--- src/include/memTest_consts.svh ---
`ifndef MEMTEST_CONSTS_SVH
`define MEMTEST_CONSTS_SVH

// --------------------------------------------------
// data path widths
// --------------------------------------------------
`define MEM_WORD_BITS 16
`define MEM_ADDR_BITS 25
// store only decodes the low address bits
`define STORE_DEPTH_BITS 10

// --------------------------------------------------
// startup loader
// --------------------------------------------------
`define LOAD_WORDS 10
`define LOAD_INDEX_BITS 4
`define LOAD_BASE_ADDR 128
`define LOAD_DATA_BASE 100
// wait before and after the idle check
`define LOAD_SETTLE_CYCLES 10
`define SETTLE_COUNT_BITS 8

// --------------------------------------------------
// pattern tester
// --------------------------------------------------
`define TEST_WORDS 64
`define TEST_INDEX_BITS 7
`define TEST_BASE_ADDR 256
// data word is ~addr[15:0] ^ this value
`define TEST_PATTERN 16'hA5A5

// --------------------------------------------------
// controller busy lengths, in clock cycles
// --------------------------------------------------
`define WRITE_BUSY_CYCLES 4
`define READ_BUSY_CYCLES 6
`define BUSY_COUNT_BITS 4

`endif

--- src/rtl/memTestPkg.sv ---
`include "memTest_consts.svh"

package memTestPkg;

	// one data word and one request address
	typedef logic [`MEM_WORD_BITS-1:0] memWord_t;
	typedef logic [`MEM_ADDR_BITS-1:0] memAddr_t;

	// request operation
	typedef enum logic {
		opWrite,
		opRead
	} memOp_e;

	// startup loader sequence
	typedef enum logic [3:0] {
		ldSettle,
		ldWaitIdle,
		ldSettleAfter,
		ldWriteIssue,
		ldWriteWait,
		ldPause,
		ldReadIssue,
		ldReadWait,
		ldDone
	} loaderState_e;

	// pattern tester sequence
	typedef enum logic [2:0] {
		tsIdle,
		tsWriteIssue,
		tsWriteWait,
		tsReadIssue,
		tsReadWait,
		tsPassed,
		tsFailed
	} testerState_e;

	// who drives the memory port
	typedef enum logic {
		ownerLoader,
		ownerTester
	} ownerSel_e;

endpackage

--- src/rtl/startupLoader.sv ---
`timescale 1ns/1ps
`include "memTest_consts.svh"

module startupLoader (
	input  logic                        clock143Mhz,
	input  logic                        reset_n,
	input  logic                        readStart,
	input  logic                        memBusy,
	input  logic                        memReceived,
	input  logic                        memReadValid,
	input  memTestPkg::memWord_t        readData,
	output logic                        requestValid,
	output memTestPkg::memOp_e          requestOp,
	output memTestPkg::memAddr_t        requestAddress,
	output memTestPkg::memWord_t        requestData,
	output logic                        awaitingRead,
	output logic                        loadDone,
	input  logic [`LOAD_INDEX_BITS-1:0] wordSelect,
	input  logic                        showWritten,
	output memTestPkg::memWord_t        displayWord
);

	localparam memTestPkg::memAddr_t baseAddress = `LOAD_BASE_ADDR;
	localparam memTestPkg::memWord_t dataBase = `LOAD_DATA_BASE;

	memTestPkg::loaderState_e state;
	logic [`SETTLE_COUNT_BITS-1:0] settleCount;
	logic [`LOAD_INDEX_BITS-1:0] wordIndex;
	logic lastWord;
	logic settled;

	// kept values for the display
	memTestPkg::memWord_t writtenWords [`LOAD_WORDS];
	memTestPkg::memWord_t readWords [`LOAD_WORDS];

	assign lastWord = (wordIndex == `LOAD_INDEX_BITS'(`LOAD_WORDS - 1));
	assign settled = (settleCount == `SETTLE_COUNT_BITS'(`LOAD_SETTLE_CYCLES));

	// --------------------------------------------------
	// request drive, steady for the whole issue state
	// --------------------------------------------------
	assign requestValid = (state == memTestPkg::ldWriteIssue) ||
		(state == memTestPkg::ldReadIssue);
	assign requestOp = (state == memTestPkg::ldWriteIssue) ?
		memTestPkg::opWrite : memTestPkg::opRead;
	// word i at base+i, value 100+i
	assign requestAddress = baseAddress + memTestPkg::memAddr_t'(wordIndex);
	assign requestData = dataBase + memTestPkg::memWord_t'(wordIndex);

	assign awaitingRead = (state == memTestPkg::ldPause);
	assign loadDone = (state == memTestPkg::ldDone);

	// --------------------------------------------------
	// sequence
	// --------------------------------------------------
	always_ff @(posedge clock143Mhz) begin
		if (!reset_n) begin
			state <= memTestPkg::ldSettle;
			settleCount <= '0;
			wordIndex <= '0;
		end
		else begin
			case (state)
				// first settling wait
				memTestPkg::ldSettle: begin
					if (settled) begin
						settleCount <= '0;
						state <= memTestPkg::ldWaitIdle;
					end
					else begin
						settleCount <= settleCount + 1'b1;
					end
				end
				memTestPkg::ldWaitIdle: begin
					if (!memBusy) begin
						state <= memTestPkg::ldSettleAfter;
					end
				end
				// second wait, then start writing
				memTestPkg::ldSettleAfter: begin
					if (settled) begin
						wordIndex <= '0;
						state <= memTestPkg::ldWriteIssue;
					end
					else begin
						settleCount <= settleCount + 1'b1;
					end
				end
				memTestPkg::ldWriteIssue: begin
					if (memReceived) begin
						state <= memTestPkg::ldWriteWait;
					end
				end
				// busy is already up with the acknowledge
				memTestPkg::ldWriteWait: begin
					if (!memBusy) begin
						if (lastWord) begin
							wordIndex <= '0;
							state <= memTestPkg::ldPause;
						end
						else begin
							wordIndex <= wordIndex + 1'b1;
							state <= memTestPkg::ldWriteIssue;
						end
					end
				end
				// hold here until told to read back
				memTestPkg::ldPause: begin
					if (readStart) begin
						state <= memTestPkg::ldReadIssue;
					end
				end
				memTestPkg::ldReadIssue: begin
					if (memReceived) begin
						state <= memTestPkg::ldReadWait;
					end
				end
				memTestPkg::ldReadWait: begin
					if (!memBusy) begin
						if (lastWord) begin
							state <= memTestPkg::ldDone;
						end
						else begin
							wordIndex <= wordIndex + 1'b1;
							state <= memTestPkg::ldReadIssue;
						end
					end
				end
				memTestPkg::ldDone: begin
					state <= memTestPkg::ldDone;
				end
				default: begin
					state <= memTestPkg::ldSettle;
				end
			endcase
		end
	end

	// --------------------------------------------------
	// kept words
	// --------------------------------------------------
	always_ff @(posedge clock143Mhz) begin
		// written value once the controller took it
		if (state == memTestPkg::ldWriteIssue && memReceived) begin
			writtenWords[wordIndex] <= requestData;
		end
		// read value as it arrives
		if (state == memTestPkg::ldReadWait && memReadValid) begin
			readWords[wordIndex] <= readData;
		end
	end

	// display select, zero until done or when out of range
	always_ff @(posedge clock143Mhz) begin
		if (!reset_n) begin
			displayWord <= '0;
		end
		else if (loadDone && wordSelect < `LOAD_INDEX_BITS'(`LOAD_WORDS)) begin
			displayWord <= showWritten ? writtenWords[wordSelect] : readWords[wordSelect];
		end
		else begin
			displayWord <= '0;
		end
	end

endmodule

--- config.mk ---
export PLATFORM = sky130hd
export DESIGN_NAME = startupLoader
export DESIGN_NICKNAME = d
export VERILOG_FILES = /design/src/rtl/memTestPkg.sv /design/src/rtl/startupLoader.sv
export VERILOG_INCLUDE_DIRS = /design/src /design/src/include
export SDC_FILE = /design/constraint.sdc
export NUM_CORES = 1
export LEC_CHECK = 0
export ABC_AREA = 1
export CAP_MARGIN = 5
export CORE_ASPECT_RATIO = 1.25
export CORE_MARGIN = 2
export CORE_UTILIZATION = 65
export CTS_BUF_LIST = sky130_fd_sc_hd__clkbuf_4 sky130_fd_sc_hd__clkbuf_8
export CTS_CLUSTER_DIAMETER = 120
export DETAILED_ROUTE_END_ITERATION = 10
export DONT_BUFFER_PORTS = 1
export MAX_ROUTING_LAYER = met4
export PLACE_DENSITY = 0.81
export SLEW_MARGIN = 25
export SYNTH_ARGS = -nofsm -noshare
export SYNTH_HDL_FRONTEND = slang
export SYNTH_SLANG_ARGS = --single-unit
export TNS_END_PERCENT = 100
--- constraint.sdc ---
create_clock -name clock143Mhz -period 5.1 [get_ports clock143Mhz]
set_input_delay 1.02 -clock clock143Mhz [delete_from_list [all_inputs] [get_ports clock143Mhz]]
set_output_delay 1.02 -clock clock143Mhz [all_outputs]
set_load 0.01 [all_outputs]
==> key figures <==
Status
  • Outcome: complete, no violations

Clock network
  • Clk pin slew, worst setup/hold paths: 0.06 ns
  • CTS Buf Count: 36
  • Number of setup buffers added after CTS: 0
  • Hold Buf Count CTS: 0
  • Root Driver: clkbuf_8
  • Post_cts resized: 0
  • H-tree depth: 2
  • CTS Sinks: 242
  • Deepest clock path buffer count: 3
  • Clk Latency, worst-skew pair: 0.52 ns
  • CTS tree: done

Timing
  • Total Neg Setup Slack: 0 ns
  • Setup violators final: 0
  • Clock skew: 0.0162 ns
  • F_max: 330 MHz
  • Post-layout minimum cycle time: 3.03 ns
  • Hold Vio Cnt, Final: 0
  • RSZ-0062 raised after global routing: false
  • Relative slew margins: 0.367
  • Max Slew Vio Count: 0
  • Fraction of the cycle the final worst path needs: 0.595
  • Min Hold Slack: 0.504 ns
  • Worst-margin pin slew: 0.949 ns

Floorplanning
  • Area of the die: 0.0170 mm²
  • Die Y: 145 µm
  • Std-Cell Rows: 51
  • Initial core utilization: 0.665
  • Core area: 0.0156 mm²
  • DIE WIDTH: 117 µm
  • Top-level I/O count: 88

Logic synthesis
  • Synth Warn #: 0
  • Post-Synthesis Cell Area: 0.0103 mm²
  • Synth top area cells: edfxtp_1 (61%), nand2_1 (7.1%), dfxtp_1 (6.2%), nor2_1 (5.5%), nand3_1 (3.1%)
  • Synth top area share: 0.609
  • Avg Cell Area, Syn: 10.8 µm²
  • Synth Instances: 955
  • Synthesized flop and latch total: 242
  • Netlist cell types: 32
  • Post-synthesis sequential area ratio: 0.671
  • Largest area contributor in the netlist: edfxtp_1

Drt
  • Post-route ant nets: 0
  • 1st-iter DRT viols: 940
  • Routed WL per cell: 18.4 µm
  • DRC errors left: 0
  • DR pass1 iterations: 5
  • Vias: 6,875
  • Final wirelength: 22.1 mm
  • Avg Vias per Cell: 5.72

Power
  • Part of the power in the clock network: 0.383
  • Sequential Power Share: 0.522
  • VDD IR-drop max: 0.255 mV
  • Final Power: 4.26 mW
  • NetSw: 1.04 mW
  • Comb pwr share: 0.095
  • Int Power: 3.23 mW
  • Lkg Pwr: 4.09 nW
  • Switching portion of total power: 0.243
  • Power density cells: 382 mW/mm²

Job
  • Max-cap violations: 0

Setup path
  • Worst Setup End Kind: output port
  • Worst EP required: 4.08 ns
  • Critical Path Fanout Max: 13
  • Critical path arrival: 2.01 ns
  • CP startpoint kind: flop
  • Critical path class: flop to output port

Place
  • GP Congestion: 0.939
  • Port bufs: 0
  • Dpl hpwl: 13.4 mm
  • Placed cells: 1,136

Global routing
  • First-pass GRT wire length: 34.1 mm
  • Largest net degree at the start of global routing: 111
  • Global route total overflow: 0
  • Total GRT Usage: 0.272
  • Vias in the first global route: 6,749
  • Initial antenna violation count: 0

Cells and area
  • Layout cell share with drive strength beyond 1: 0.115
  • Fillers: 1,074
  • Area growth, synth to finish: 7.87%
  • Fin cells: 1,202
  • Diodes inserted: 0
  • Most frequent cells in the layout: edfxtp_1 (210), nand2_1 (196), nor2_1 (152)
  • Commonest non-fill, non-tap cell in the layout: edfxtp_1
  • Nets: 999

Hold path
  • Min-delay worst type: flop to flop
[logic make-up after synthesis]
logic type / count (synthesis) / share of synthesized area
fa+ha+maj: 10 / 0.0121
flops: 242 / 0.671
simple gates: 454 / 0.183
compound gates: 127 / 0.0684
xor+xnor: 4 / 0.00339
other cells: 2 / 0.000726
buf+inv: 116 / 0.0615
[sequential cells by signal, indices dropped and copies added (netlist names)]
register and cells:
displayWord 16, readWords 160, settleCount 8, state 4, wordIndex 4, writtenWords 50
[cell usage after synthesis]
cell type    n
buf_6        4
edfxtp_1   210
nor2_2       4
nor2_4       5
o21ai_1      9
nand4_1      3
xnor2_1      1
nand3_2      1
nor2_1     153
conb_1       2
ha_1        10
o21bai_1     1
clkbuf_1    13
o211ai_4     1
nand3b_1     1
inv_2       11
o21ai_4      1
a21oi_1     37
nor3_1      22
nand2_2      4
dfxtp_1     32
buf_2       14
a31oi_1      4
nand3_1     64
o211ai_1    14
or2_0        1
nand2_1    196
xor2_1       3
a21boi_0     1
o21ai_0     59
inv_1       33
buf_4       41
[worst max-delay path, cell delays in order (launching register included)]
cell and delay, ns:
dfxtp_1 0.53, inv_1 0.31, ha_1 0.66
[final timing paths]
check,slack [ns],start,depth (start not counted),to
worst max-delay path,2.07,wordIndex[2],2,requestData[3]
worst min-delay path,0.50,settleCount[0],1,settleCount[0]
worst max register to register,2.61,wordIndex[0],3,readWords[9][1]
worst min register to register,0.50,settleCount[0],1,settleCount[0]
[cell type report]
cell class | count | area (µm²) | area share
inverters | 44 | 168 | 0.0150
repair buffers | 11 | 82.6 | 0.00740
flip-flops and latches | 242 | 6950 | 0.622
well taps | 212 | 265 | 0.0238
clock buffers | 59 | 706 | 0.0632
clock inverters | 7 | 65.1 | 0.00583
multi-input cells | 627 | 2930 | 0.262
[power groups by stage]
stage	clock, mW	combinational, mW	sequential, mW
detailed placement	0	0.399	2.27
finish	1.63	0.404	2.22
global route	1.73	0.457	2.23
floorplan	0	0.366	2.25
global placement	0	0.391	2.26
CTS	1.64	0.402	2.22
[routing by layer]
metal	wire length [µm]	global-route usage	share of wire
met1	8090	0.318	0.37
met5	0	-	0
met3	1880	0.0614	0.085
met2	11200	0.446	0.51
met4	913	0.125	0.041
[through the flow]
| step | worst slack [ns] | cell area, µm² | utilization |
|---|---|---|---|
| 2_1_floorplan | 2.35 | 10500 | - |
| 3_3_place_gp | 2.21 | 10400 | 0.667 |
| 3_5_place_dp | 2.50 | 10400 | 0.667 |
| 4_1_cts | 2.01 | 11200 | 0.717 |
| 5_1_grt | 1.88 | 11200 | 0.717 |
| 6_report | 2.07 | 11200 | 0.717 |
Note: power is estimated with default switching activity, not from simulation.
