--- src/include/memTest_consts.svh ---
`ifndef MEMTEST_CONSTS_SVH
`define MEMTEST_CONSTS_SVH

// --------------------------------------------------
// data path widths
// --------------------------------------------------
`define MEM_WORD_BITS 16
`define MEM_ADDR_BITS 25
// store only decodes the low address bits
`define STORE_DEPTH_BITS 10

// --------------------------------------------------
// startup loader
// --------------------------------------------------
`define LOAD_WORDS 10
`define LOAD_INDEX_BITS 4
`define LOAD_BASE_ADDR 128
`define LOAD_DATA_BASE 100
// wait before and after the idle check
`define LOAD_SETTLE_CYCLES 10
`define SETTLE_COUNT_BITS 8

// --------------------------------------------------
// pattern tester
// --------------------------------------------------
`define TEST_WORDS 64
`define TEST_INDEX_BITS 7
`define TEST_BASE_ADDR 256
// data word is ~addr[15:0] ^ this value
`define TEST_PATTERN 16'hA5A5

// --------------------------------------------------
// controller busy lengths, in clock cycles
// --------------------------------------------------
`define WRITE_BUSY_CYCLES 4
`define READ_BUSY_CYCLES 6
`define BUSY_COUNT_BITS 4

`endif

--- src/rtl/memTestPkg.sv ---
`include "memTest_consts.svh"

package memTestPkg;

	// one data word and one request address
	typedef logic [`MEM_WORD_BITS-1:0] memWord_t;
	typedef logic [`MEM_ADDR_BITS-1:0] memAddr_t;

	// request operation
	typedef enum logic {
		opWrite,
		opRead
	} memOp_e;

	// startup loader sequence
	typedef enum logic [3:0] {
		ldSettle,
		ldWaitIdle,
		ldSettleAfter,
		ldWriteIssue,
		ldWriteWait,
		ldPause,
		ldReadIssue,
		ldReadWait,
		ldDone
	} loaderState_e;

	// pattern tester sequence
	typedef enum logic [2:0] {
		tsIdle,
		tsWriteIssue,
		tsWriteWait,
		tsReadIssue,
		tsReadWait,
		tsPassed,
		tsFailed
	} testerState_e;

	// who drives the memory port
	typedef enum logic {
		ownerLoader,
		ownerTester
	} ownerSel_e;

endpackage

--- src/rtl/busArbiter.sv ---
`timescale 1ns/1ps

module busArbiter (
	input  logic                 clock143Mhz,
	input  logic                 reset_n,
	input  logic                 loaderValid,
	input  memTestPkg::memOp_e   loaderOp,
	input  memTestPkg::memAddr_t loaderAddress,
	input  memTestPkg::memWord_t loaderData,
	input  logic                 loadDone,
	input  logic                 testerValid,
	input  memTestPkg::memOp_e   testerOp,
	input  memTestPkg::memAddr_t testerAddress,
	input  memTestPkg::memWord_t testerData,
	input  logic                 memBusy,
	input  logic                 memReceived,
	input  logic                 memValid,
	input  memTestPkg::memWord_t memData,
	output logic                 memRequestValid,
	output memTestPkg::memOp_e   memOp,
	output memTestPkg::memAddr_t memAddress,
	output memTestPkg::memWord_t memWriteData,
	output logic                 loaderBusy,
	output logic                 loaderReceived,
	output logic                 loaderReadValid,
	output logic                 testerGranted,
	output logic                 testerBusy,
	output logic                 testerReceived,
	output logic                 testerReadValid,
	output memTestPkg::memWord_t readData
);

	memTestPkg::ownerSel_e owner;
	logic loaderOwns;

	// loader first, tester once it is done and the port is quiet
	always_ff @(posedge clock143Mhz) begin
		if (!reset_n) begin
			owner <= memTestPkg::ownerLoader;
		end
		else if (loadDone && !memBusy) begin
			// one-way handover, never returns
			owner <= memTestPkg::ownerTester;
		end
	end

	assign loaderOwns = (owner == memTestPkg::ownerLoader);
	assign testerGranted = !loaderOwns;

	// forward only the owner's request
	assign memRequestValid = loaderOwns ? loaderValid : testerValid;
	assign memOp = loaderOwns ? loaderOp : testerOp;
	assign memAddress = loaderOwns ? loaderAddress : testerAddress;
	assign memWriteData = loaderOwns ? loaderData : testerData;

	// non-owner sees a permanently busy port
	assign loaderBusy = loaderOwns ? memBusy : 1'b1;
	assign testerBusy = loaderOwns ? 1'b1 : memBusy;

	// strobes go to the owner only
	assign loaderReceived = loaderOwns && memReceived;
	assign loaderReadValid = loaderOwns && memValid;
	assign testerReceived = !loaderOwns && memReceived;
	assign testerReadValid = !loaderOwns && memValid;
	// data is meaningless without a strobe, so it can be shared
	assign readData = memData;

endmodule

--- config.mk ---
export PLATFORM = sky130hd
export DESIGN_NAME = busArbiter
export DESIGN_NICKNAME = d
export VERILOG_FILES = /design/src/rtl/memTestPkg.sv /design/src/rtl/busArbiter.sv
export VERILOG_INCLUDE_DIRS = /design/src /design/src/include
export SDC_FILE = /design/constraint.sdc
export NUM_CORES = 1
export LEC_CHECK = 0
export ABC_AREA = 1
export BUFFER_PORTS_ARGS = -buffer_cell sky130_fd_sc_hd__buf_2
export CAP_MARGIN = 30
export CORE_AREA = 4 4 64 66
export CTS_BUF_LIST = sky130_fd_sc_hd__clkbuf_8 sky130_fd_sc_hd__clkbuf_16
export DETAILED_ROUTE_END_ITERATION = 16
export DIE_AREA = 0 0 68 70
export GPL_ROUTABILITY_DRIVEN = 0
export PLACE_DENSITY = 0.77
export SYNTH_ARGS = -nofsm -noshare
export SYNTH_HDL_FRONTEND = slang
export SYNTH_SLANG_ARGS = --single-unit
--- constraint.sdc ---
create_clock -name clock143Mhz -period 2.1 [get_ports clock143Mhz]
set_input_delay 0.21 -clock clock143Mhz [delete_from_list [all_inputs] [get_ports clock143Mhz]]
set_output_delay 0.21 -clock clock143Mhz [all_outputs]
set_load 0.01 [all_outputs]
==> results.tsv, run 1 <==
stage	metric	value	unit
synth	Synth Flop Type	dfxtp_1	
floorplan	die height	70	µm
synth	Post-Synthesis Cells	170	
final_layout	max reg flops	1	
synth	Yosys cell types	9	
synth	asr flop ratio synth	0	%
clock_tree	worst skew pair latency	0	ns
global_routing	vias in the first global route	1182	
final_layout	multi-input combinational cell area	515	µm²
clock_tree	Post-CTS Setup Inserts	0	
clock_tree	Hold Buf Count CTS	0	
critical_path	r2r endpoint	testerGranted	
global_routing	first-pass GRT wire length	4.63	mm
sta	count of pins over their slew limit	0	
sta	Finish-stage setup viols	0	
power_and_ir_drop	Overall Power	341	µW
routing	Vias/cell	3.91	
routing	drt first pass iters	3	
routing	DR WL/cell	9.37	µm
hold_path	Worst Hold Class	input port to primary output	
critical_path	worst reg2reg setup slack	1.04	ns
final_layout	Storage cell area	20.0	µm²
final_layout	n_diodes	0	
sta	worst-margin pin slew	0.662	ns
power_and_ir_drop	P per Cell Area	255	nW/µm²
critical_path	crit path kind	flip-flop to primary output	
final_layout	number of fill cells	418	
synth	Post-Syn Area	742	µm²
critical_path	Worst setup SP type	flip-flop	
floorplan	Core Area	3580	µm²
floorplan	IO Pins	174	
placement	DPL Wire Length	2.62	mm
sta	Hold Violations, Final	0	
global_routing	GR Overflow Total	0	
floorplan	die span in x	68	µm
floorplan	die area	4760	µm²
critical_path	Max FO, Critical Path	45	
global_routing	overall routing resource usage	11.4	%
flow_run	total of max-cap violations	0	
synth	ranking of synthesized cells by area	nand2_1 (68%), buf_4 (17%), buf_2 (4.0%)	
placement	number of port buffers	141	
synth	sequential area share after synthesis	2.70	%
synth	post-synth top area share	67.8	%
critical_path	crit path DAT	1.13	ns
routing	initial DRC count	36	
synth	Yosys warning total	0	
hold_path	hold path cells	0	
routing	Detailed Route WL	3.14	mm
synth	count leader, synth	nand2_1	
final_layout	Final #Nets	397	
routing	ANT nets after route	0	
synth	top cells by count, synth	nand2_1 (134), buf_4 (17), buf_2 (6), inv_1 (6)	
sta	setup tns final	0	ns
synth	post-synthesis net count	278	
synth	Synth area leader	nand2_1	
final_layout	Layout area overhead	79.9	%
critical_path	reg2reg start	testerGranted	
clock_tree	post-cts sizing count	0	
power_and_ir_drop	Static Leak	1.01	nW
global_routing	pin count of the biggest net entering global routing	50	
sta	fin crit share	63.8	%
critical_path	CP required	1.89	ns
routing	DRC Markers	0	
synth	EDFF count, synth	0	
critical_path	crit path capture type	primary output	
power_and_ir_drop	maximum VDD drop	195	µV
sta	crit path time final	1.34	ns
critical_path	Critical Path Start	testerGranted	
global_routing	antenna violations before repair	0	
sta	relative slew slack	55.8	%
sta	clock skew	0	ns
floorplan	Initial Util	20.7	%
final_layout	share of layout cells above drive strength 1	49.8	%
sta	RSZ-0062 raised after global routing	no	
synth	synthesis-stage register bit count	1	
synth	mean area per synthesized cell	4.36	µm²
critical_path	Critical Path Sink	memWriteData[8]	
floorplan	Rows	22	
sta	Fmax	0.747	GHz
clock_tree	clock slew at reported path FFs	0	ns
routing	DR vias	1309	
outcome	status	finished, final reports clean	
critical_path	FF-to-FF path depth	2	
metal layers:
layer	share of wire (%)	vias to the layer above	global-route usage (%)
met5	0	-	0
met4	0.61	0	0.883
met3	14	4	1.93
met2	50	83	24.2
met1	36	509	11.2
li1	-	713	-
report_power, final:
group          total (mW)  switching, mW  internal [mW]  leakage (nW)
registers          0.0215       0.000754         0.0207       0.00829
clock network           0              0              0             0
logic               0.319          0.168          0.151         0.998
cell type report:
cell class / instances / area share [%]
inverter: 7 / 1.97
multi-input combinational: 137 / 38.6
sequential: 1 / 1.50
tap: 48 / 4.50
timing repair buffer: 142 / 53.4
cell families after synthesis:
logic type / synth area share [%]
simple gates: 68.8
compound gates: 0.674
flops: 2.70
buf+inv: 27.8
critical path: stages (launching register included):
cell	delay (ns)
dfxtp_1	0.29
inv_2	0.48
nand2_1	0.12
nand2_1	0.09
buf_2	0.12
per-stage QoR:
stage	hold WS, ns	instances	util (%)	setup WS (ns)	area, µm²
after floorplan	0.319	170	-	1.02	742
after global placement	0.420	335	37.3	0.764	1340
after detailed placement	0.420	335	37.3	0.761	1340
after CTS	0.420	335	37.3	0.756	1340
after global routing	0.420	335	37.3	0.635	1340
final	0.420	335	37.3	0.761	1340
worst min path at each step:
stage | from | endpoint
after global placement | memData[10] | readData[10]
after floorplan | reset_n | testerGranted
after global routing | memData[2] | readData[2]
final | memData[12] | readData[12]
after detailed placement | memData[10] | readData[10]
after CTS | memData[10] | readData[10]
placed cells by master (no fill, tap or decap):
cell type and n:
buf_2 141, nand2_1 134, inv_1 6, nor2_1 2, inv_2 1, a21oi_1 1
buf_4 1, dfxtp_1 1
No activity file was read; power rests on OpenSTA's default activity.
==> inputs of run 2 (changes only) <==
--- a/config.mk
+++ b/config.mk
@@ -6,15 +6,15 @@
 export SDC_FILE = /design/constraint.sdc
 export NUM_CORES = 1
 export LEC_CHECK = 0
-export ABC_AREA = 1
+export ABC_AREA = 0
 export BUFFER_PORTS_ARGS = -buffer_cell sky130_fd_sc_hd__buf_2
 export CAP_MARGIN = 30
-export CORE_AREA = 4 4 64 66
+export CORE_MARGIN = 4
+export CORE_UTILIZATION = 24
 export CTS_BUF_LIST = sky130_fd_sc_hd__clkbuf_8 sky130_fd_sc_hd__clkbuf_16
 export DETAILED_ROUTE_END_ITERATION = 16
-export DIE_AREA = 0 0 68 70
 export GPL_ROUTABILITY_DRIVEN = 0
-export PLACE_DENSITY = 0.77
+export PLACE_DENSITY = 0.79
 export SYNTH_ARGS = -nofsm -noshare
 export SYNTH_HDL_FRONTEND = slang
 export SYNTH_SLANG_ARGS = --single-unit
==> constraint.sdc (replaced) <==
create_clock -name clock143Mhz -period 1.1 [get_ports clock143Mhz]
set_input_delay 0.11 -clock clock143Mhz [delete_from_list [all_inputs] [get_ports clock143Mhz]]
set_output_delay 0.11 -clock clock143Mhz [all_outputs]
set_load 0.01 [all_outputs]
==> run 2 against run 1 <==
  * The flow now finishes with violations (negative setup slack)
  * Register-to-register slack got worse by 0.93 ns
  * Global-route usage is 1.3 points higher
  * Synthesized cell count shrank 56%
  * Critical path depth shrank 1
  * Core utilization up 13 points
  * Via count down 19%
  * First-iteration DRC count shrank 39%
  * Die area increased by 4.6%
  * Largest cell class unchanged
  * Largest power group unchanged
==> results.tsv, run 2 <==
stage	metric	value	unit
sta	Finish-stage setup viols	33	
routing	met3 WL	446	µm
routing	routed wl met2	2.11	mm
routing	initial DRC count	22	
synth	Yosys cell types	10	
global_routing	GR Overflow Total	0	
critical_path	crit path DAT	1.01	ns
critical_path	crit path kind	flip-flop to primary output	
synth	asr flop ratio synth	0	%
floorplan	Rows	22	
final_layout	number of fill cells	355	
hold_path	HP Start	memData[15]	
critical_path	max incr delay on CP	0.39	ns
critical_path	crit path capture type	primary output	
floorplan	Initial Util	25.3	%
floorplan	die span in x	70.6	µm
placement	placed cells	244	
routing	top layer in use	met4	
power_and_ir_drop	P per Cell Area	528	nW/µm²
final_layout	n_diodes	0	
critical_path	crit path max-delay cell type	dfxtp_4	
synth	post-synthesis net count	182	
routing	Vias/cell	4.29	
clock_tree	Post-CTS Setup Inserts	0	
outcome	status	finished with violations	
routing	Metal-1 WL	1.13	mm
final_layout	Final #Nets	308	
sta	Hold Violations, Final	0	
final_layout	final std cells w/o fill	246	
critical_path	r2r endpoint	testerGranted	
synth	Post-Syn Area	940	µm²
synth	synthesis-stage register bit count	1	
hold_path	hold path cells	0	
floorplan	IO Pins	174	
final_layout	commonest non-fill, non-tap cell in the layout	buf_2	
power_and_ir_drop	maximum VDD drop	339	µV
critical_path	Worst setup SP type	flip-flop	
sta	crit path time final	1.12	ns
critical_path	FF-to-FF path depth	3	
global_routing	pin count of the biggest net entering global routing	26	
power_and_ir_drop	sw power	325	µW
power_and_ir_drop	Static Leak	1.04	nW
critical_path	Cell Chain, Critical Path	clkbuf_16 -> mux2_4 -> buf_6	
global_routing	vias in the first global route	1147	
hold_path	Worst Hold Class	input port to primary output	
final_layout	max reg flops	1	
critical_path	reg2reg start	testerGranted	
hold_path	Hold Path Sink	readData[15]	
sta	Final Worst Setup Slack	-0.0241	ns
sta	worst-margin pin slew	0.122	ns
sta	relative slew slack	91.9	%
final_layout	Layout area overhead	97.9	%
global_routing	overall routing resource usage	12.7	%
routing	DRC Markers	0	
sta	fin crit share	102	%
synth	Post-Synthesis Cells	74	
sta	count of pins over their slew limit	0	
clock_tree	clock slew at reported path FFs	0	ns
critical_path	Critical Path Start	testerGranted	
synth	Synth Flop Type	dfxtp_1	
critical_path	worst reg2reg setup slack	0.11	ns
routing	ANT nets after route	0	
sta	setup tns final	-0.537	ns
synth	ranking of synthesized cells by area	mux2_4 (69%), buf_4 (13%), buf_12 (8.5%)	
synth	sequential area share after synthesis	2.13	%
floorplan	die height	70.6	µm
power_and_ir_drop	Power Internal	656	µW
placement	number of port buffers	141	
sta	Fmax	0.890	GHz
flow_run	total of max-cap violations	0	
critical_path	CP required	0.99	ns
placement	pre-CTS worst setup slack	-0.0576	ns
critical_path	Max FO, Critical Path	12	
final_layout	commonest non-fill, non-tap cells in the layout	buf_2 (97), buf_6 (44), mux2_4 (43)	
final_layout	multi-input combinational cell area	697	µm²
clock_tree	worst skew pair latency	0	ns
placement	DPL Wire Length	3.14	mm
sta	clock skew	0	ns
routing	DR WL/cell	15.2	µm
synth	Yosys warning total	0	
routing	Detailed Route WL	3.75	mm
synth	EDFF count, synth	0	
routing	drt first pass iters	4	
synth	count leader, synth	mux2_4	
power_and_ir_drop	clock network fraction of total power	0	%
power_and_ir_drop	sw frac	33.2	%
final_layout	Util after Layout	50.0	%
power_and_ir_drop	Combinational Power Share	95.3	%
floorplan	Core Area	3720	µm²
sta	Fin Hold WS	0.220	ns
synth	top cells by count, synth	mux2_4 (43), buf_4 (16), buf_12 (4), nor2b_1 (3)	
critical_path	Top Family by Delay on Critical Path	flip-flops	
global_routing	first-pass GRT wire length	5.37	mm
sta	RSZ-0062 raised after global routing	yes	
synth	post-synth top area share	68.7	%
synth	mean area per synthesized cell	12.7	µm²
clock_tree	Hold Buf Count CTS	0	
outcome	failing checks	negative setup slack	
power_and_ir_drop	sequential cell fraction of total power	4.7	%
routing	DR vias	1056	
global_routing	antenna violations before repair	0	
critical_path	CP bufs+invs	2	
final_layout	Storage cell area	23.8	µm²
floorplan	die area	4980	µm²
final_layout	share of layout cells above drive strength 1	96.5	%
synth	Synth area leader	mux2_4	
## run 2: cell types whose count changed after synthesis, sizes merged
cell | previous run | this run
nand2 | 134 | 0
mux2 | 0 | 43
inv | 7 | 0
buf | 25 | 22
nor2b | 0 | 3
and2 | 0 | 2
nor2 | 2 | 0
a21oi | 1 | 0
nand2b | 0 | 1
o21a | 0 | 1
or2 | 0 | 1
## run 2: worst max path at each step
| stage | cells past startpoint | to |
|---|---|---|
| final | 3 | memAddress[16] |
| after global placement | 3 | memWriteData[0] |
| after CTS | 3 | memWriteData[0] |
| after global routing | 3 | memWriteData[14] |
| after floorplan | 3 | memAddress[0] |
| after detailed placement | 3 | memWriteData[0] |
## run 2: worst reg2reg max path, stage by stage, from the launching register on
cell       delay [ns]
dfxtp_4          0.36
clkbuf_16        0.19
buf_4            0.16
o21a_1           0.17
## run 2: cell type report
cell class | count | area share (%)
well taps | 48 | 3.23
flip-flops and latches | 1 | 1.28
repair buffers | 146 | 58.0
multi-input cells | 51 | 37.5
## run 2: metrics by stage
stage,area [µm²],power (mW)
global placement,1530,0.760
finish,1860,0.981
detailed placement,1530,0.776
floorplan,940,0.534
global route,1860,1.04
CTS,1800,0.956
## run 2: timing repair
action                                  in CTS  in global routing
gates cloned                                 0                  2
gates resized for setup                     44                  1
endpoints found under the setup margin      45                 45
## run 2: logic make-up after synthesis
logic type,count (synthesis),share of synthesized area [%]
AND/OR/NAND/NOR,7,4.66
buffers and inverters,22,23.7
AO/OA/AOI/OAI,1,0.799
flip-flops,1,2.13
multiplexers,43,68.7
## run 2: layer usage
metal | track usage, % | up-vias
li1 | - | 493
met1 | 12.3 | 483
met2 | 26.5 | 70
met3 | 3.27 | 10
met4 | 2.51 | 0
met5 | 0 | -
## run 2: power by group through the flow
stage                     combinational, mW  sequential, mW  clock (mW)
after floorplan                       0.492          0.0423           0
after detailed placement              0.732          0.0440           0
after global placement                0.717          0.0438           0
final                                 0.935          0.0464           0
after CTS                             0.913          0.0429           0
after global routing                  0.992          0.0472           0
