===== config.mk =====
export PLATFORM = sky130hd
export DESIGN_NAME = patternTester
export DESIGN_NICKNAME = d
export VERILOG_FILES = /design/src/rtl/memTestPkg.sv /design/src/rtl/patternTester.sv
export VERILOG_INCLUDE_DIRS = /design/src /design/src/include
export SDC_FILE = /design/constraint.sdc
export NUM_CORES = 1
export LEC_CHECK = 0
export ABC_AREA = 1
export BUFFER_PORTS_ARGS = -buffer_cell sky130_fd_sc_hd__buf_2
export CORE_MARGIN = 2
export CORE_UTILIZATION = 25
export CTS_CLUSTER_SIZE = 25
export DETAILED_ROUTE_END_ITERATION = 8
export PLACE_DENSITY_LB_ADDON = 0.08
export SLEW_MARGIN = 25
export SYNTH_ARGS = -nofsm -noshare
export SYNTH_HDL_FRONTEND = slang
export SYNTH_SLANG_ARGS = --single-unit

===== constraint.sdc =====
create_clock -name clock143Mhz -period 1.6 [get_ports clock143Mhz]
set_input_delay 0.16 -clock clock143Mhz [delete_from_list [all_inputs] [get_ports clock143Mhz]]
set_output_delay 0.16 -clock clock143Mhz [all_outputs]
set_load 0.05 [all_outputs]

===== src/include/memTest_consts.svh =====
`ifndef MEMTEST_CONSTS_SVH
`define MEMTEST_CONSTS_SVH

// --------------------------------------------------
// data path widths
// --------------------------------------------------
`define MEM_WORD_BITS 16
`define MEM_ADDR_BITS 25
// store only decodes the low address bits
`define STORE_DEPTH_BITS 10

// --------------------------------------------------
// startup loader
// --------------------------------------------------
`define LOAD_WORDS 10
`define LOAD_INDEX_BITS 4
`define LOAD_BASE_ADDR 128
`define LOAD_DATA_BASE 100
// wait before and after the idle check
`define LOAD_SETTLE_CYCLES 10
`define SETTLE_COUNT_BITS 8

// --------------------------------------------------
// pattern tester
// --------------------------------------------------
`define TEST_WORDS 64
`define TEST_INDEX_BITS 7
`define TEST_BASE_ADDR 256
// data word is ~addr[15:0] ^ this value
`define TEST_PATTERN 16'hA5A5

// --------------------------------------------------
// controller busy lengths, in clock cycles
// --------------------------------------------------
`define WRITE_BUSY_CYCLES 4
`define READ_BUSY_CYCLES 6
`define BUSY_COUNT_BITS 4

`endif


===== src/rtl/memTestPkg.sv =====
`include "memTest_consts.svh"

package memTestPkg;

	// one data word and one request address
	typedef logic [`MEM_WORD_BITS-1:0] memWord_t;
	typedef logic [`MEM_ADDR_BITS-1:0] memAddr_t;

	// request operation
	typedef enum logic {
		opWrite,
		opRead
	} memOp_e;

	// startup loader sequence
	typedef enum logic [3:0] {
		ldSettle,
		ldWaitIdle,
		ldSettleAfter,
		ldWriteIssue,
		ldWriteWait,
		ldPause,
		ldReadIssue,
		ldReadWait,
		ldDone
	} loaderState_e;

	// pattern tester sequence
	typedef enum logic [2:0] {
		tsIdle,
		tsWriteIssue,
		tsWriteWait,
		tsReadIssue,
		tsReadWait,
		tsPassed,
		tsFailed
	} testerState_e;

	// who drives the memory port
	typedef enum logic {
		ownerLoader,
		ownerTester
	} ownerSel_e;

endpackage


===== src/rtl/patternTester.sv =====
`timescale 1ns/1ps
`include "memTest_consts.svh"

module patternTester (
	input  logic                 clock143Mhz,
	input  logic                 reset_n,
	input  logic                 granted,
	input  logic                 memBusy,
	input  logic                 memReceived,
	input  logic                 memReadValid,
	input  memTestPkg::memWord_t readData,
	output logic                 requestValid,
	output memTestPkg::memOp_e   requestOp,
	output memTestPkg::memAddr_t requestAddress,
	output memTestPkg::memWord_t requestData,
	output logic                 completedSuccess,
	output logic                 compareError
);

	localparam memTestPkg::memAddr_t baseAddress = `TEST_BASE_ADDR;

	memTestPkg::testerState_e state;
	logic [`TEST_INDEX_BITS-1:0] wordIndex;
	logic lastWord;

	// pattern word derived from the address alone
	function automatic memTestPkg::memWord_t patternFor(input memTestPkg::memAddr_t addr);
		return ~addr[`MEM_WORD_BITS-1:0] ^ `TEST_PATTERN;
	endfunction

	assign lastWord = (wordIndex == `TEST_INDEX_BITS'(`TEST_WORDS - 1));

	// request fields follow state and index
	assign requestValid = (state == memTestPkg::tsWriteIssue) ||
		(state == memTestPkg::tsReadIssue);
	assign requestOp = (state == memTestPkg::tsWriteIssue) ?
		memTestPkg::opWrite : memTestPkg::opRead;
	assign requestAddress = baseAddress + memTestPkg::memAddr_t'(wordIndex);
	assign requestData = patternFor(requestAddress);

	// sticky result flags
	assign completedSuccess = (state == memTestPkg::tsPassed);
	assign compareError = (state == memTestPkg::tsFailed);

	// --------------------------------------------------
	// write pass, then read and compare pass
	// --------------------------------------------------
	always_ff @(posedge clock143Mhz) begin
		if (!reset_n) begin
			state <= memTestPkg::tsIdle;
			wordIndex <= '0;
		end
		else begin
			case (state)
				// nothing until the port is ours
				memTestPkg::tsIdle: begin
					if (granted) begin
						wordIndex <= '0;
						state <= memTestPkg::tsWriteIssue;
					end
				end
				memTestPkg::tsWriteIssue: begin
					if (memReceived) begin
						state <= memTestPkg::tsWriteWait;
					end
				end
				memTestPkg::tsWriteWait: begin
					if (!memBusy) begin
						// restart at the base for the read pass
						if (lastWord) begin
							wordIndex <= '0;
							state <= memTestPkg::tsReadIssue;
						end
						else begin
							wordIndex <= wordIndex + 1'b1;
							state <= memTestPkg::tsWriteIssue;
						end
					end
				end
				memTestPkg::tsReadIssue: begin
					if (memReceived) begin
						state <= memTestPkg::tsReadWait;
					end
				end
				memTestPkg::tsReadWait: begin
					// data comes in the last busy cycle
					if (memReadValid && readData != patternFor(requestAddress)) begin
						state <= memTestPkg::tsFailed;
					end
					else if (!memBusy) begin
						if (lastWord) begin
							state <= memTestPkg::tsPassed;
						end
						else begin
							wordIndex <= wordIndex + 1'b1;
							state <= memTestPkg::tsReadIssue;
						end
					end
				end
				memTestPkg::tsPassed: begin
					state <= memTestPkg::tsPassed;
				end
				memTestPkg::tsFailed: begin
					state <= memTestPkg::tsFailed;
				end
				default: begin
					state <= memTestPkg::tsIdle;
				end
			endcase
		end
	end

endmodule


==> results of run 1 <==
## logic make-up after synthesis
logic type / synth area share [%]
xor+xnor: 1.579
other cells: 0.6767
fa+ha+maj: 1.127
simple gates: 37.54
flops: 18.04
buf+inv: 30.89
compound gates: 10.15
## final cells by class
class                   count  area, µm²
repair buffers             50      277.8
well taps                  52      65.06
clock inverters             1      3.754
fillers                   501       2833
inverters                  30      126.4
clock buffers               3      41.29
flip-flops and latches     10      221.5
multi-input cells         142      755.7
## what timing repair did
item                                    CTS  global route
resized for setup                         1            25
endpoints found under the hold margin     0             0
pin swaps                                 0            14
setup buffers                             0             4
endpoints found under the setup margin    1            11
## placed cells by master (no fill, tap or decap), types with 2 or more instances in the layout
cell type / netlist / routed
dfxtp_4: 0 / 5
nand2_4: 4 / 3
dfxtp_2: 0 / 2
o21ai_1: 2 / 3
inv_2: 3 / 3
a21oi_1: 6 / 5
o21ai_2: 0 / 3
nor3b_1: 2 / 2
buf_4: 30 / 11
nor2_1: 36 / 29
a21oi_4: 0 / 2
clkbuf_8: 0 / 3
nand3_2: 1 / 2
inv_1: 26 / 24
nand2_1: 36 / 34
nand2_2: 1 / 3
dfxtp_1: 10 / 3
nor2_2: 3 / 10
nand3_1: 7 / 6
conb_1: 2 / 27
buf_2: 0 / 39
o21ai_0: 7 / 3
## per-stage QoR
stage / setup slack (ns) / hold WS, ns
after floorplan: 0.004935 / 0.2858
after global placement: 0.03592 / 0.4609
after detailed placement: 0.008133 / 0.4637
after CTS: 0.01012 / 0.2144
after global routing: -0.04411 / 0.2264
final: 0.05531 / 0.2171
## power by group
part	internal [µW]	leakage, µW	switching (µW)
combinational	336	0.000681	908
sequential	328	0.0000863	101
clock	167	0.0000231	91.1
total	831	0.000791	1100
## synth_stat cells
cell type	instances	area [µm²]
xnor2_1	1	8.760
inv_1	26	97.59
inv_2	3	11.26
nand3_1	7	35.03
nor3_1	2	10.01
conb_1	2	7.510
nand2_1	36	135.1
buf_4	30	225.2
clkinv_4	1	8.760
nand4_1	1	6.260
a21oi_1	6	30.03
nor2_1	36	135.1
a211oi_1	1	7.510
a21oi_2	2	17.52
nand3_2	1	10.01
nor2_2	3	18.77
dfxtp_1	10	200.2
ha_1	1	12.51
xor2_1	1	8.760
o21ai_1	2	10.01
nor3b_1	2	15.01
nand2_4	4	45.04
nand2_2	1	6.260
o22ai_2	1	12.51
o21ai_0	7	35.03
## state kept, by name, indices dropped and copies added, names as in the netlist
signal     count
wordIndex      7
state          3
## metal layers
layer,share of wire [%],vias up
li1,-,615
met1,47,487
met2,46,42
met3,6.4,2
met4,1.1,0
met5,0,-
## how the worst max path moves through the flow
stage | start | endpoint | slack [ns] | cells after the start
detailed placement | wordIndex[1] | wordIndex[4] | 0.008 | 8
finish | wordIndex[1] | wordIndex[3] | 0.06 | 9
CTS | wordIndex[1] | wordIndex[1] | 0.01 | 10
floorplan | wordIndex[0] | wordIndex[4] | 0.005 | 8
global placement | wordIndex[1] | wordIndex[6] | 0.04 | 8
global route | wordIndex[1] | wordIndex[2] | -0.04 | 8
## worst reg2reg max path, delay by kind of cell, from the launching register on
family,cells,cell delay [ns]
flops,1,0.36
fa+ha+maj,1,0.16
compound gates,2,0.37
simple gates,6,0.56
==> flow_summary.ini, run 1 <==
[status]
status = finished, final reports clean

[timing]
max_freq_mhz = 647.4
rsz0062_at_grt = true
tns_ns = 0
final-setup-viol-count = 0
period_needed_ns = 1.545
skew_ns = 0.007860
final_hold_viol_count = 0
slew_viol_final = 0
period_share_pct = 96.54

[cells_and_area]
synthToLayoutAreaGrowth_pct = 34.39
finalNonFillerCells = 288
antenna_cells = 0
postLayoutCellArea_mm2 = 0.001491
nets = 260
final_core_util_pct = 34.49
drive_gt1_share_pct = 40.25

[clock_network]
cts_buffer_depth = 2
clk_pin_slew_ns = 0.05
cts_buffers = 3
cts_tree = built
cts_root_buf = clkbuf_8
cts_hold_buffers = 0
clock_sinks = 10
ctsHtreeMaxLevel = 1
clock_latency_ns = 0.23

[floorplanning]
die_area_mm2 = 0.004988
rows = 24
num_io_pins = 67
initial_utilization_pct = 25.67
fp.dieH_um = 70.63
die_x_um = 70.63
fp.coreArea_mm2 = 0.004324

[critical_path]
reg2reg_setup_slack_ns = 0.06
cp_slowest_cell = dfxtp_4
cp.required_ns = 1.73
critPathBufInv = 0
path_delay_family = simple AND/OR/NAND/NOR gates
worstPathMaxFanout = 8
cp_cell_sequence = ha_4 > nand4_1 > nor2_2 > nand2_2 > nand2_2 > a21oi_4 > nand2_8 > o21ai_2 > nor2_1
worst_r2r_endpoint = wordIndex[3]
arrival_ns = 1.67
path_common_cell = nand2_2
reg2reg_depth = 9
crit_path_max_incr_delay_ns = 0.36
worstSetupStartpointType = flip-flop
worstSetupEndpointType = flip-flop
timing_worst_setup_path_type = reg -> reg
r2r-start = wordIndex[1]

[grt]
gr-usage-met1_pct = 13.79
grt-ovfl-total = 0
grt_pass1_vias = 940
grt_util_met2_pct = 16.04
busiest_layer = met2
grt_usage_pct = 10.11
met3_usage_pct = 1.709
grt_pass1_wl_um = 4140
antenna_found_initial = 0
grt_max_degree = 10

[drt]
ant_nets = 0
routed_wl_um = 2627
drt_iter0_drc = 11
post-route-drc-count = 0
wl_per_cell_um = 9.122
first_pass_iters = 4
vias = 1146
viasPerCell = 3.979

[pwr]
finalPower_uw = 1931
pwr_density_cell_mw_per_mm2 = 1295
peakVddDrop_uv = 458.8
p_leak_uw = 0.0007909

[placed_design]
gp_congestion = 0.7602
placed_area_mm2 = 0.001330
numPortBuffers = 39
hpwl_um = 2170
dp.cells = 280

[synth]
synth_cells = 187
syn_area_per_cell_um2 = 5.935
yosys_warnings = 0
synth-seq-area-share_pct = 18.04
yosys_register_bits = 10
netlist_area_mm2 = 0.001110
yosys.cell_types.count = 25

[flow_run]
max_cap_viol_count = 0

[min_path]
min_path_cells = 3
min_from = reset_n
min_path_type = in -> reg
whs_endpoint = wordIndex[3]
Power figures use the tool's default switching activity.
==> run 2, diff against run 1 <==
--- a/config.mk
+++ b/config.mk
@@ -6,7 +6,6 @@
 export SDC_FILE = /design/constraint.sdc
 export NUM_CORES = 1
 export LEC_CHECK = 0
-export ABC_AREA = 1
 export BUFFER_PORTS_ARGS = -buffer_cell sky130_fd_sc_hd__buf_2
 export CORE_MARGIN = 2
 export CORE_UTILIZATION = 25
==> run 2 against run 1 <==
  * The flow now finishes with violations (negative setup slack)
  * Combinational power decreased by 49%
  * Clock power increased by 8.9%
  * Worst hold slack improved by 0.021 ns
  * Clock-buffer cell count increased by 1
  * Synthesized cell count decreased by 26%
  * Power decreased by 37%
  * Critical path type unchanged
==> flow_summary.ini, run 2 <==
[synth]
synth_area_leader_cell = buf_4
yosys_register_bits = 10
synthTopCellsByCount = buf_4 (30), nand2_1 (12), dfxtp_1 (10), inv_1 (10)
synth_cells = 139
yosysMostFrequentCell = buf_4
netlist_area_mm2 = 0.001080
synth-seq-area-share_pct = 18.54
synth_ff_type = dfxtp_1
ys_async_sr_fraction_pct = 0
synth_edf_count = 0
yosys.cell_types.count = 36
yosys_warnings = 0
yosysTopAreaCellShare_pct = 20.86
ys_top_cells_by_area = buf_4 (21%), dfxtp_1 (19%), nand2_1 (4.2%), nor4_4 (3.9%), a211oi_1 (3.5%)
syn_area_per_cell_um2 = 7.768

[status]
status = complete, but fails checks
violations = negative setup slack

[clock_network]
cts_root_buf = clkbuf_8
cts_tree = built
clock_latency_ns = 0.24
clk_pin_slew_ns = 0.05
cts_buffer_depth = 2
clock_sinks = 10
ctsHtreeMaxLevel = 1
cts_buffers = 3

[floorplanning]
fp.coreArea_mm2 = 0.004086
fp.dieH_um = 69.72
rows = 23
die_area_mm2 = 0.004861
initial_utilization_pct = 26.42
die_x_um = 69.72
num_io_pins = 67

[drt]
first_pass_iters = 4
vias = 1159
post-route-drc-count = 0
drt_iter0_drc = 36
ant_nets = 0
wl_per_cell_um = 12.33
viasPerCell = 4.458
routed_wl_um = 3207

[grt]
grt-ovfl-total = 0
antenna_found_initial = 0
grt_max_degree = 12
grt_usage_pct = 12.93
grt_pass1_wl_um = 5133
grt_pass1_vias = 1096

[pwr]
peakVddDrop_uv = 355.8
pwr_density_cell_mw_per_mm2 = 694.5
finalPower_uw = 1211
p_leak_uw = 0.0007722

[placed_design]
hpwl_um = 2574
place_ws_ns = -0.2393
numPortBuffers = 39
gp_congestion = 0.7538

[cells_and_area]
drive_gt1_share_pct = 55.24
regMostFlops = wordIndex
largestRegisters = wordIndex: 7 flops, state: 3 flops
final_core_util_pct = 42.68
antenna_cells = 0
most-common-layout-cells = buf_2 (38), buf_4 (31), conb_1 (27)
largest_register_ffs = 7
final_common_cell = buf_2
synthToLayoutAreaGrowth_pct = 61.53
nets = 234

[critical_path]
crit_path_max_incr_delay_ns = 0.51
reg2reg_setup_slack_ns = -0.17
arrival_ns = 1.94
r2r-start = wordIndex[5]
timing_worst_setup_path_type = reg -> reg
path_delay_family = simple AND/OR/NAND/NOR gates
cp_slowest_cell = or4b_1
reg2reg_depth = 5
path_depth = 5
startpoint = wordIndex[5]
critPathBufInv = 0
worstPathMaxFanout = 5
worst_r2r_endpoint = wordIndex[0]
cp_cell_sequence = xor2_1 > nor4_4 > a41oi_4 > or4b_1 > a21oi_2
worstSetupEndpointType = flip-flop
worstSetupStartpointType = flip-flop
cp.required_ns = 1.77

[timing]
max_freq_mhz = 564.1
fin_hold_ws_ns = 0.2384
final_hold_viol_count = 0
tns_ns = -0.5813
skew_ns = 0.003648
fin_ws_ns = -0.1727
slew_viol_final = 0
period_needed_ns = 1.773
period_share_pct = 110.8
final-setup-viol-count = 5
rsz0062_at_grt = true

[min_path]
whs_endpoint = state[2]
min_path_cells = 3
min_path_type = in -> reg
min_from = reset_n

[flow_run]
max_cap_viol_count = 0
[run 2: cell types whose count changed after synthesis, moves of 4 or more]
cell,delta
a211oi_1,+4
inv_1,-16
nand2_1,-24
nand2_4,-4
nor2_1,-29
[run 2: where the power goes]
part	switching [µW]	internal [µW]
clock	107	175
combinational	405	231
sequential	36.9	256
[run 2: worst max-delay path by stage]
stage,endpoint,slack (ns)
floorplan,state[1],-0.27
global placement,wordIndex[3],-0.20
detailed placement,wordIndex[3],-0.24
CTS,wordIndex[0],-0.19
global route,wordIndex[0],-0.26
finish,wordIndex[0],-0.17
[run 2: cells by family (layout without fill, tap and decap cells)]
group / Yosys count / in the layout / synth area share (%)
multiplexers: 2 / 2 / 1.854
adder cells (fa/ha/maj): 1 / 1 / 1.159
AO/OA/AOI/OAI: 33 / 33 / 22.71
buffers and inverters: 43 / 89 / 25.38
AND/OR/NAND/NOR: 41 / 41 / 23.99
flip-flops: 10 / 10 / 18.54
XOR/XNOR: 7 / 7 / 5.678
other: 2 / 27 / 0.6955
[run 2: per-layer routing]
layer	vias up	wire length (µm)	global-route usage, %
met5	-	0	0
met4	0	10	1.923
met3	2	143	3.924
met2	31	1726	23.50
met1	540	1326	15.21
li1	586	-	-
[run 2: cell type report]
type                       instances  area [µm²]
tap                               50       62.56
clock buffer                       4       45.04
sequential                        10       230.2
fill                             431        2342
multi-input combinational        111       885.9
timing repair buffer              74       475.5
inverter                          11       45.04
[run 2: stage by stage]
step / instance area, µm² / instances
after global routing: 1744 / 260
final: 1744 / 260
after detailed placement: 1510 / 250
after floorplan: 1267 / 164
after CTS: 1652 / 257
after global placement: 1510 / 250
[run 2: repair_timing]
item / 4_1_cts / 5_1_grt
endpoints found under the setup margin: 9 / 14
pin swaps: 7 / 15
gates cloned: 0 / 0
setup buffers: 3 / 5
hold buffers: 0 / 0
resized for setup: 14 / 16
[run 2: worst register-to-register path: cells and delay by family, from the launching register on]
family / cells / cell delay [ns]
XOR/XNOR: 1 / 0.18
AND/OR/NAND/NOR: 2 / 0.87
flip-flops: 1 / 0.34
AO/OA/AOI/OAI: 2 / 0.31
==> run 3, diff against run 2 <==
--- a/config.mk
+++ b/config.mk
@@ -16,3 +16,4 @@
 export SYNTH_ARGS = -nofsm -noshare
 export SYNTH_HDL_FRONTEND = slang
 export SYNTH_SLANG_ARGS = --single-unit
+export TNS_END_PERCENT = 1
==> run 3 against run 2 <==
  * The run still ends with negative setup slack left
  * Critical endpoint is now wordIndex[5]
  * Die area unchanged
  * Sequential cell count unchanged
  * Sequential power about the same
  * Clock power down 5%
  * Worst hold slack better by 0.0019 ns
  * Worst setup slack worse by 0.076 ns
  * Routed wire length down 3.2%
  * Clock-buffer cell count down 1
  * Global-route usage down 0.42 points
  * Sequential share of layout area up 0.38 points
  * Utilization down 3.9 points
  * Design area down 9.1%
  * Largest power group unchanged
==> flow_summary.ini, run 3 (synthesis gave the netlist of run 2 again) <==
[timing]
period_needed_ns = 1.849
fin_ws_ns = -0.2488
max_freq_mhz = 540.9
rsz0062_at_grt = true
skew_ns = 0.0007769
slew_viol_final = 0
final-setup-viol-count = 8
period_share_pct = 115.5
final_hold_viol_count = 0

[critical_path]
critPathBufInv = 1
crit_path_max_incr_delay_ns = 0.57
cp_slowest_cell = or4b_1
cp.required_ns = 1.76
path_depth = 6
reg2reg_depth = 6
cp-endpoint = wordIndex[5]
worst_r2r_endpoint = wordIndex[5]
worstSetupEndpointType = flip-flop
worstPathMaxFanout = 7
r2r-start = wordIndex[0]
path_delay_family = simple AND/OR/NAND/NOR gates
timing_worst_setup_path_type = reg -> reg
arrival_ns = 2.01
worstSetupStartpointType = flip-flop
cp_cell_sequence = buf_4 > xor2_2 > nor4_4 > a41oi_4 > or4b_1 > a21oi_2
startpoint = wordIndex[0]
reg2reg_setup_slack_ns = -0.25

[min_path]
min_from = memBusy
min_path_type = in -> reg

[clock_network]
cts_hold_buffers = 0
ctsHtreeMaxLevel = 1
cts_root_buf = clkbuf_8
cts_setup_buffers = 0
cts_buffer_depth = 2
clk_pin_slew_ns = 0.05
cts_tree = built
clock_sinks = 10
clock_latency_ns = 0.23
cts_buffers = 3

[floorplanning]
die_x_um = 69.72
fp.coreArea_mm2 = 0.004086
rows = 23
die_area_mm2 = 0.004861
num_io_pins = 67
initial_utilization_pct = 26.42
fp.dieH_um = 69.72

[cells_and_area]
drive_gt1_share_pct = 49.52
final_core_util_pct = 38.79
nets = 235
largest_register_ffs = 7
regMostFlops = wordIndex
synthToLayoutAreaGrowth_pct = 46.81
antenna_cells = 0
most-common-layout-cells = buf_2 (38), buf_4 (37), conb_1 (27)
final_common_cell = buf_2
largestRegisters = wordIndex: 7 flops, state: 3 flops

[grt]
grt_max_degree = 12
antenna_found_initial = 0
grt_usage_pct = 12.51
grt_pass1_wl_um = 4995
grt-ovfl-total = 0
grt_pass1_vias = 1097

[placed_design]
hpwl_um = 2591
place_ws_ns = -0.2758
numPortBuffers = 39
gp_congestion = 0.8128

[status]
status = complete, but fails checks
violations = negative setup slack

[drt]
ant_nets = 0
post-route-drc-count = 0
viasPerCell = 4.354
wl_per_cell_um = 11.93
vias = 1132
drt_iter0_drc = 19
routed_wl_um = 3103
first_pass_iters = 4

[pwr]
p_leak_uw = 0.0007249
peakVddDrop_uv = 285.9
pwr_density_cell_mw_per_mm2 = 738.3

[flow_run]
max_cap_viol_count = 0
run 3: stage by stage:
stage	instance area (µm²)	hold WS [ns]	setup TNS (ns)	instances	power [µW]
after floorplan	1206	0.2984	-2.584	164	753.9
after global placement	1501	0.4886	-1.549	257	887.9
after detailed placement	1501	0.4883	-1.767	257	892.7
after CTS	1555	0.2480	-1.749	260	1172
after global routing	1585	0.2638	-2.149	260	1238
final	1585	0.2403	-1.205	260	1170
run 3: cell type report:
class / instances / area, µm²
flip-flops and latches: 10 / 215.2
multi-input cells: 111 / 757.0
repair buffers: 75 / 467.9
clock buffers: 3 / 41.29
well taps: 50 / 62.56
inverters: 11 / 41.29
fillers: 438 / 2501
run 3: worst min path at each step:
stage | to | slack [ns] | depth (start not counted)
finish | state[2] | 0.24 | 3
global route | wordIndex[4] | 0.26 | 3
CTS | state[2] | 0.25 | 3
detailed placement | wordIndex[2] | 0.49 | 2
global placement | wordIndex[4] | 0.49 | 3
floorplan | state[2] | 0.30 | 2
run 3: per-layer routing:
layer	wire (µm)	global-route usage, %	vias up
li1	-	-	579
met1	1389	15.56	507
met2	1512	22.33	44
met3	185	2.180	2
met5	0	0	-
met4	16	2.991	0
run 3: power breakdown:
group,switching (µW),internal [µW]
registers,29.7,263
clock network,102,165
logic,396,215
total,527,643
run 3: worst register-to-register path: cells and delay by family, from the launching register on:
kind / cells / cell delay, ns
AND/OR/NAND/NOR: 2 / 0.79
flip-flops: 1 / 0.34
AO/OA/AOI/OAI: 2 / 0.33
XOR/XNOR: 1 / 0.18
buffers and inverters: 1 / 0.14
run 3: repair_timing:
action                     4_1_cts  5_1_grt
gates resized for setup          4        8
pin swaps                        3        1
setup endpoints to repair       12       11
